[config.mk]
export PLATFORM = sky130hd
export DESIGN_NAME = hist_top
export DESIGN_NICKNAME = d
export VERILOG_FILES = /design/src/hist_pkg.sv /design/src/reg_file.sv /design/src/hist_queue.sv /design/src/exc_regs.sv /design/src/hist_top.sv
export SDC_FILE = /design/constraint.sdc
export NUM_CORES = 2
export LEC_CHECK = 0
export BUFFER_PORTS_ARGS = -buffer_cell sky130_fd_sc_hd__buf_4
export CORE_MARGIN = 3
export CORE_UTILIZATION = 55
export CTS_BUF_LIST = sky130_fd_sc_hd__clkbuf_2
export DETAILED_ROUTE_END_ITERATION = 8
export PLACE_DENSITY = 0.68
export SETUP_SLACK_MARGIN = 0.05
export SYNTH_ARGS = -nofsm -noshare
export SYNTH_HDL_FRONTEND = slang
export SYNTH_SLANG_ARGS = --single-unit
[constraint.sdc]
create_clock -name clk_i -period 16.2 [get_ports clk_i]
set_input_delay 3.24 -clock clk_i [delete_from_list [all_inputs] [get_ports clk_i]]
set_output_delay 3.24 -clock clk_i [all_outputs]
set_load 0.01 [all_outputs]
[src/hist_pkg.sv]
// History subsystem types
`default_nettype none

package hist_pkg;

	localparam int unsigned NUM_REGS = 32;

	typedef logic [31:0] word_t;
	typedef logic [4:0]  reg_idx_t;

	// Decode announcement of a register write.
	typedef struct packed {
		logic     valid;
		word_t    pc;
		reg_idx_t dest;
	} dec_req_t;

	typedef struct packed {
		logic     valid;
		word_t    pc;
		reg_idx_t dest;
		word_t    data;
		word_t    cause;     // Zero when the instruction completed cleanly.
		word_t    miss_addr;
	} wb_rpt_t;

	// One slot of the history queue.
	typedef struct packed {
		logic     finished;
		word_t    cause;
		word_t    miss_addr;
		word_t    pc;
		reg_idx_t dest;
		word_t    old_value; // Register value before this instruction.
	} hist_entry_t;

	typedef struct packed {
		logic     valid;
		reg_idx_t dest;
		word_t    value;
	} rec_wr_t;

	typedef struct packed {
		word_t mepc;
		word_t mcause;
		word_t mtval;
	} exc_info_t;

endpackage

`default_nettype wire

[src/reg_file.sv]
// Architectural register file
`timescale 1ns/1ns
`default_nettype none

module reg_file (
	input  wire                clk_i,
	input  wire                rst_i,
	input  wire hist_pkg::wb_rpt_t  wb_i,
	input  wire hist_pkg::rec_wr_t  rec_i,
	input  wire                recovering_i,
	input  wire hist_pkg::reg_idx_t old_addr_i,
	input  wire hist_pkg::reg_idx_t dbg_addr_i,
	output hist_pkg::word_t    old_value_o,
	output hist_pkg::word_t    dbg_data_o
);
	import hist_pkg::*;

	word_t regs_q [NUM_REGS];
	logic  rec_we;
	logic  wb_we;

	// Register 0 is never written.
	assign rec_we = rec_i.valid && (rec_i.dest != '0);
	assign wb_we  = wb_i.valid && !recovering_i && (wb_i.dest != '0);

	always_ff @(posedge clk_i) begin
		if (rst_i) begin
			for (int i = 0; i < NUM_REGS; i++) begin
				regs_q[i] <= '0;
			end
		end else if (rec_we) begin
			regs_q[rec_i.dest] <= rec_i.value; // Replay has priority.
		end else if (wb_we) begin
			regs_q[wb_i.dest] <= wb_i.data;
		end
	end

	// Old value for the entry being enqueued.
	assign old_value_o = (old_addr_i == '0) ? '0 : regs_q[old_addr_i];

	assign dbg_data_o = (dbg_addr_i == '0) ? '0 : regs_q[dbg_addr_i];

endmodule

`default_nettype wire

[src/hist_queue.sv]
// History queue and recovery sequencer
`timescale 1ns/1ns
`default_nettype none

module hist_queue #(
	parameter int unsigned HIST_DEPTH = 16
) (
	input  wire                    clk_i,
	input  wire                    rst_i,
	input  wire hist_pkg::dec_req_t dec_i,
	input  wire hist_pkg::word_t    old_value_i,
	input  wire hist_pkg::wb_rpt_t  wb_i,
	output hist_pkg::reg_idx_t     dec_dest_o,
	output logic                   stall_o,
	output logic                   recovering_o,
	output logic                   kill_o,
	output hist_pkg::word_t        kill_pc_o,
	output hist_pkg::rec_wr_t      rec_o,
	output logic                   exc_load_o,
	output hist_pkg::exc_info_t    exc_info_o
);
	import hist_pkg::*;

	localparam int unsigned PTR_W = $clog2(HIST_DEPTH);

	typedef enum logic [1:0] {
		ST_RUN,
		ST_KILL,
		ST_REPLAY
	} state_t;

	hist_entry_t      queue_q [HIST_DEPTH];
	logic [PTR_W-1:0] head_q;
	logic [PTR_W-1:0] tail_q;
	logic [PTR_W-1:0] rec_idx_q;
	logic [PTR_W:0]   count_q;
	state_t           state_q;

	logic             full;
	logic             enq;
	logic             head_done;
	logic             retire;
	logic             fault;
	logic             wb_hit;
	logic [PTR_W-1:0] wb_idx;
	word_t            old_value;

	assign full         = (count_q == (PTR_W + 1)'(HIST_DEPTH));
	assign recovering_o = (state_q != ST_RUN);
	assign stall_o      = full || recovering_o;
	assign enq          = dec_i.valid && !stall_o;
	assign dec_dest_o   = dec_i.dest;

	// Head entry has completed; it either retires or faults.
	assign head_done = (state_q == ST_RUN) && (count_q != '0) && queue_q[head_q].finished;
	assign retire    = head_done && (queue_q[head_q].cause == '0);
	assign fault     = head_done && (queue_q[head_q].cause != '0);

	// A writeback to the same register this cycle lands before the new entry.
	always_comb begin
		old_value = old_value_i;
		if (wb_i.valid && !recovering_o && (wb_i.dest == dec_i.dest) && (dec_i.dest != '0)) begin
			old_value = wb_i.data;
		end
	end

	// Find the outstanding unfinished entry with the writeback PC.
	always_comb begin
		logic [PTR_W-1:0] offset;
		wb_hit = 1'b0;
		wb_idx = '0;
		for (int i = 0; i < HIST_DEPTH; i++) begin
			offset = PTR_W'(i) - head_q; // Age relative to the head.
			if (!wb_hit && ({1'b0, offset} < count_q) && !queue_q[i].finished &&
			    (queue_q[i].pc == wb_i.pc)) begin
				wb_hit = 1'b1;
				wb_idx = PTR_W'(i);
			end
		end
		wb_hit = wb_hit && wb_i.valid && (state_q == ST_RUN);
	end

	always_ff @(posedge clk_i) begin
		if (enq) begin
			queue_q[tail_q] <= '{
				finished:  1'b0,
				cause:     '0,
				miss_addr: '0,
				pc:        dec_i.pc,
				dest:      dec_i.dest,
				old_value: old_value
			};
		end
		if (wb_hit) begin
			queue_q[wb_idx].finished  <= 1'b1;
			queue_q[wb_idx].cause     <= wb_i.cause;
			queue_q[wb_idx].miss_addr <= wb_i.miss_addr;
		end
	end

	always_ff @(posedge clk_i) begin
		if (rst_i) begin
			state_q   <= ST_RUN;
			head_q    <= '0;
			tail_q    <= '0;
			rec_idx_q <= '0;
			count_q   <= '0;
		end else begin
			case (state_q)
				ST_RUN: begin
					if (enq) begin
						tail_q <= tail_q + PTR_W'(1);
					end
					if (retire) begin
						head_q <= head_q + PTR_W'(1);
					end
					count_q <= count_q + (PTR_W + 1)'(enq) - (PTR_W + 1)'(retire);
					if (fault) begin
						state_q <= ST_KILL;
					end
				end
				ST_KILL: begin
					rec_idx_q <= tail_q - PTR_W'(1); // Start at the youngest.
					state_q   <= ST_REPLAY;
				end
				ST_REPLAY: begin
					if (rec_idx_q == head_q) begin
						tail_q  <= head_q; // Queue is now empty.
						count_q <= '0;
						state_q <= ST_RUN;
					end else begin
						rec_idx_q <= rec_idx_q - PTR_W'(1);
					end
				end
				default: state_q <= ST_RUN;
			endcase
		end
	end

	assign kill_o    = (state_q == ST_KILL);
	assign kill_pc_o = queue_q[head_q].pc;

	assign rec_o = '{
		valid: (state_q == ST_REPLAY),
		dest:  queue_q[rec_idx_q].dest,
		value: queue_q[rec_idx_q].old_value
	};

	// Last replay step restores the faulting entry itself.
	assign exc_load_o = (state_q == ST_REPLAY) && (rec_idx_q == head_q);

	assign exc_info_o = '{
		mepc:   queue_q[head_q].pc,
		mcause: queue_q[head_q].cause,
		mtval:  queue_q[head_q].miss_addr
	};

endmodule

`default_nettype wire

[src/exc_regs.sv]
// Exception register block
`timescale 1ns/1ns
`default_nettype none

module exc_regs (
	input  wire                     clk_i,
	input  wire                     rst_i,
	input  wire                     load_i,
	input  wire hist_pkg::exc_info_t info_i,
	output logic                    exc_valid_o,
	output hist_pkg::exc_info_t     exc_o
);
	import hist_pkg::*;

	exc_info_t info_q;

	always_ff @(posedge clk_i) begin
		if (rst_i) begin
			exc_valid_o <= 1'b0;
			info_q      <= '0;
		end else begin
			exc_valid_o <= load_i; // One cycle strobe per load.
			if (load_i) begin
				info_q <= info_i;
			end
		end
	end

	// Held until the next exception.
	assign exc_o = info_q;

endmodule

`default_nettype wire

[src/hist_top.sv]
// Precise exception subsystem top
`timescale 1ns/1ns
`default_nettype none

module hist_top #(
	parameter int unsigned HIST_DEPTH = 16
) (
	input  wire                     clk_i,
	input  wire                     rst_i,
	input  wire hist_pkg::dec_req_t  dec_i,
	input  wire hist_pkg::wb_rpt_t   wb_i,
	input  wire hist_pkg::reg_idx_t  dbg_addr_i,
	output logic                    stall_o,
	output logic                    kill_o,
	output hist_pkg::word_t         kill_pc_o,
	output logic                    exc_valid_o,
	output hist_pkg::exc_info_t     exc_o,
	output hist_pkg::word_t         dbg_data_o
);
	import hist_pkg::*;

	reg_idx_t  dec_dest;
	word_t     old_value;
	rec_wr_t   rec;
	logic      recovering;
	logic      exc_load;
	exc_info_t exc_info;

	reg_file reg_file_i (
		.clk_i        (clk_i),
		.rst_i        (rst_i),
		.wb_i         (wb_i),
		.rec_i        (rec),
		.recovering_i (recovering),
		.old_addr_i   (dec_dest),
		.dbg_addr_i   (dbg_addr_i),
		.old_value_o  (old_value),
		.dbg_data_o   (dbg_data_o)
	);

	hist_queue #(
		.HIST_DEPTH (HIST_DEPTH)
	) hist_queue_i (
		.clk_i        (clk_i),
		.rst_i        (rst_i),
		.dec_i        (dec_i),
		.old_value_i  (old_value),
		.wb_i         (wb_i),
		.dec_dest_o   (dec_dest),
		.stall_o      (stall_o),
		.recovering_o (recovering),
		.kill_o       (kill_o),
		.kill_pc_o    (kill_pc_o),
		.rec_o        (rec),
		.exc_load_o   (exc_load),
		.exc_info_o   (exc_info)
	);

	exc_regs exc_regs_i (
		.clk_i       (clk_i),
		.rst_i       (rst_i),
		.load_i      (exc_load),
		.info_i      (exc_info),
		.exc_valid_o (exc_valid_o),
		.exc_o       (exc_o)
	);

endmodule

`default_nettype wire

==> results.toml <==
[yosys]
yosys.area_share.xor_xnor = 0.03036
synth-seq-area-share = 0.6385
synth_edf_count = 3152
synth_top_family_by_area = "multiplexers"
ys_ff_latch = 3292
synthDistinctLibCells = 74
synth_adder_area_share = 0.003902
synth_compound_area_frac = 0.009526
avgSynthCellArea_um2 = 16.70
synthCells = 9137
yosys.area_share.simple = 0.08914
synthMuxAreaShare = 0.2003
synth_warnings = 0
synth_area_um2 = 152600
async_reset_ff_frac = 0
ys.flop_type = "edfxtp_1"

[critical_path]
cp.required_ps = 12960
cpLargestDelayFamily = "buffers and inverters"
critPathBufInv = 3
worst_setup_path_endpoint = "dbg_data_o[20]"
worstSetupPathType = "in -> out"
slowest_stage = "buf_12"
critPathCaptureType = "primary output"
critPathLaunchType = "primary input"
cpMostUsedCell = "mux4_2"
critPathLaunch = "dbg_addr_i[0]"
critPathMaxFanout = 115
reg2reg_to = "hist_queue_i.count_q[4]"
path_cells = "buf_8, buf_12, mux4_2, mux4_2, mux2i_1, nor2_1, buf_4"
rrSetupSlack_ps = 8340
cp.depth = 7
slowest_delay_ps = 760
reg2regPathDepth = 21
cp.arrival_ps = 6670

[routing]
dr.pass1.iters = 8
wl_per_cell_um = 34.59
num_vias = 91650
via_per_inst = 6.538
wirelength_um = 484900
drc = 0
drt-initial-drc-count = 13370
ant_nets = 0

[floorplan]
io_pins = 342
fp-row-count = 192
dieWidth_um = 532.8
fp.dieH_um = 532.8
core_area_um2 = 274800
die_area_um2 = 283900
start_util = 0.5553

[clock_tree]
cts_hold_buffers = 0
cts_made_buffers = 822
clkLatencyLatePin_ps = 2230
cts_tree = "built"
post_cts_resized = 0
post_cts_buffers = 0
clock_sink_count = 3292
clock_tree.htree_level_count = 6
cts.reportedPaths.clkPinSlew_ps = 90
cts_buffer_depth = 4
cts_root_buffer = "clkbuf_2"

[grt]
overflow = 0
grt_usage = 0.3402
antenna_found_initial = 39
grt_pass1_vias = 92520
grt_max_degree = 119
grt_pass1_wl_um = 684400

[pwr]
p_leak_nw = 55.17
p_per_area_nw_per_um2 = 104.3
pwr-share-comb = 0.107
netSwitchingFraction = 0.2780
switchingPower_w = 0.004804
total_power_w = 0.01728
intPower_w = 0.01248
seqPwrFrac = 0.562
ir_worst_vdd_uv = 74.91
p_clk_frac = 0.331

[timing]
fmax_mhz = 100.9
slew_headroom = 0.1227
final.setup_skew_ps = 193.7
drv_slew = 0
grt_setup_unrepaired = "false"
tightest_slew_ps = 1304
tns_ps = 0
hold_viol_final = 0
setup_viol = 0
period_minus_slack_ps = 9912
post-route-period-util = 0.6118

[run]
cap_violations = 0

[worst_hold_path]
hp-class = "reg -> reg"
hold_start = "exc_regs_i.exc_o[66]"

[place]
gp_congestion = 0.9986
dp_hpwl_um = 276700
portBuffers = 341
dp.cells = 12530

[finish]
area_delta_synth_final_pct = 8.568
drive_gt1_frac = 0.3194
layout_common_cells = "edfxtp_1 (3152), mux4_2 (1310), clkbuf_2 (1234)"
stdcell_count = 14020
final_nets = 9889
post-route-util = 0.6029
layout_commonest_cell = "edfxtp_1"

[outcome]
status = "finished clean"
-- how the worst min path moves through the flow --
stage                                    end  cells after the start  slack [ps]
2_1_floorplan  hist_queue_i.queue_q[15][133]                      2         430
3_3_place_gp            exc_regs_i.exc_o[74]                      2         440
3_5_place_dp            exc_regs_i.exc_o[74]                      2         450
4_1_cts                 exc_regs_i.exc_o[74]                      2         460
5_1_grt                 exc_regs_i.exc_o[76]                      2         480
6_report                exc_regs_i.exc_o[66]                      2         460
-- registers in the layout, summed over array words and instances (netlist names), named ones only --
signal,flops
exc_regs_i.exc_o,96
exc_regs_i.exc_valid_o,1
hist_queue_i.count_q,5
hist_queue_i.head_q,4
hist_queue_i.queue_q,2144
hist_queue_i.rec_idx_q,4
hist_queue_i.state_q,2
hist_queue_i.tail_q,4
reg_file_i.regs_q,1024
-- power groups by stage --
stage	Sequential [W]	Clock, W	Combinational, W
after floorplan	0.00987	0	0.00108
after global placement	0.00990	0	0.00179
after detailed placement	0.00991	0	0.00182
after CTS	0.00972	0.00581	0.00182
after global routing	0.00974	0.00627	0.00191
final	0.00972	0.00572	0.00184
-- final cells by class --
type                    count  area, um^2
inverters                  58       242.7
fillers                 20920      109100
clock inverters           228        1395
repair buffers            504        3904
flip-flops and latches   3292       97480
well taps                3686        4612
diodes                     31       77.57
clock buffers            1234        6176
multi-input cells        4985       51810
-- cell usage after synthesis (3+ instances only) --
master     number  area [um^2]
edfxtp_1     3152        94650
mux4_2       1310        29500
nor2_1       1093         4103
and2_1        967         6050
clkbuf_1      461         1730
xnor2_1       388         3398
nand2_1       295         1107
xor2_1        141         1235
dfxtp_1       140         2803
a21oi_1       129        645.6
mux2i_1       103         1031
buf_2          99        495.5
buf_1          98        367.9
nand4_1        95        594.3
buf_6          72        810.8
nor3b_1        66        495.5
buf_4          65        488.0
inv_1          57        214.0
nor4_1         56        350.3
ha_1           46        575.6
o21ai_0        45        225.2
clkbuf_2       37        185.2
nand2b_1       37        231.5
nand3_1        27        135.1
nor3_1         22        110.1
a21o_1         16        120.1
or2_2          16        100.1
nor2b_1         9        56.30
o22ai_1         9        56.30
o2111ai_1       6        52.55
a31oi_1         5        31.28
o21ai_1         5        25.02
or2_1           5        31.28
a221o_1         4        40.04
nor2b_4         4        55.05
o211ai_1        4        30.03
a211o_1         3        26.28
a211oi_1        3        22.52
a22oi_1         3        22.52
mux2_2          3        33.78
nor3b_2         3        37.54
or4_1           3        22.52
-- worst min-delay path, delay by kind of cell (launching register included) --
family | cells | cell delay (ps)
compound gates | 1 | 50
flops | 1 | 320
simple gates | 1 | 50
-- through the flow --
stage / instance area, um^2 / hold slack, ps / setup slack (ps)
after floorplan: 152700 / 432.9 / 5655
after global placement: 158100 / 443.8 / 6314
after detailed placement: 158100 / 447.8 / 6277
after CTS: 165600 / 461.1 / 6114
after global routing: 165600 / 477.1 / 6029
final: 165700 / 457.1 / 6288
-- logic make-up (layout without fill, tap and decap cells) --
family,after synthesis,in the layout
xor+xnor,529,529
flops,3292,3292
fa+ha+maj,47,47
mux,1416,1416
other cells,1,63
buf+inv,891,2024
simple gates,2712,2712
compound gates,249,249
-- layer usage --
| layer | share of wire | track usage |
|---|---|---|
| met3 | 0.12 | 0.08691 |
| met2 | 0.47 | 0.5270 |
| met1 | 0.36 | 0.4611 |
| met4 | 0.047 | 0.1484 |
| met5 | 0.00028 | 0 |
Power figures use the tool's default switching activity.
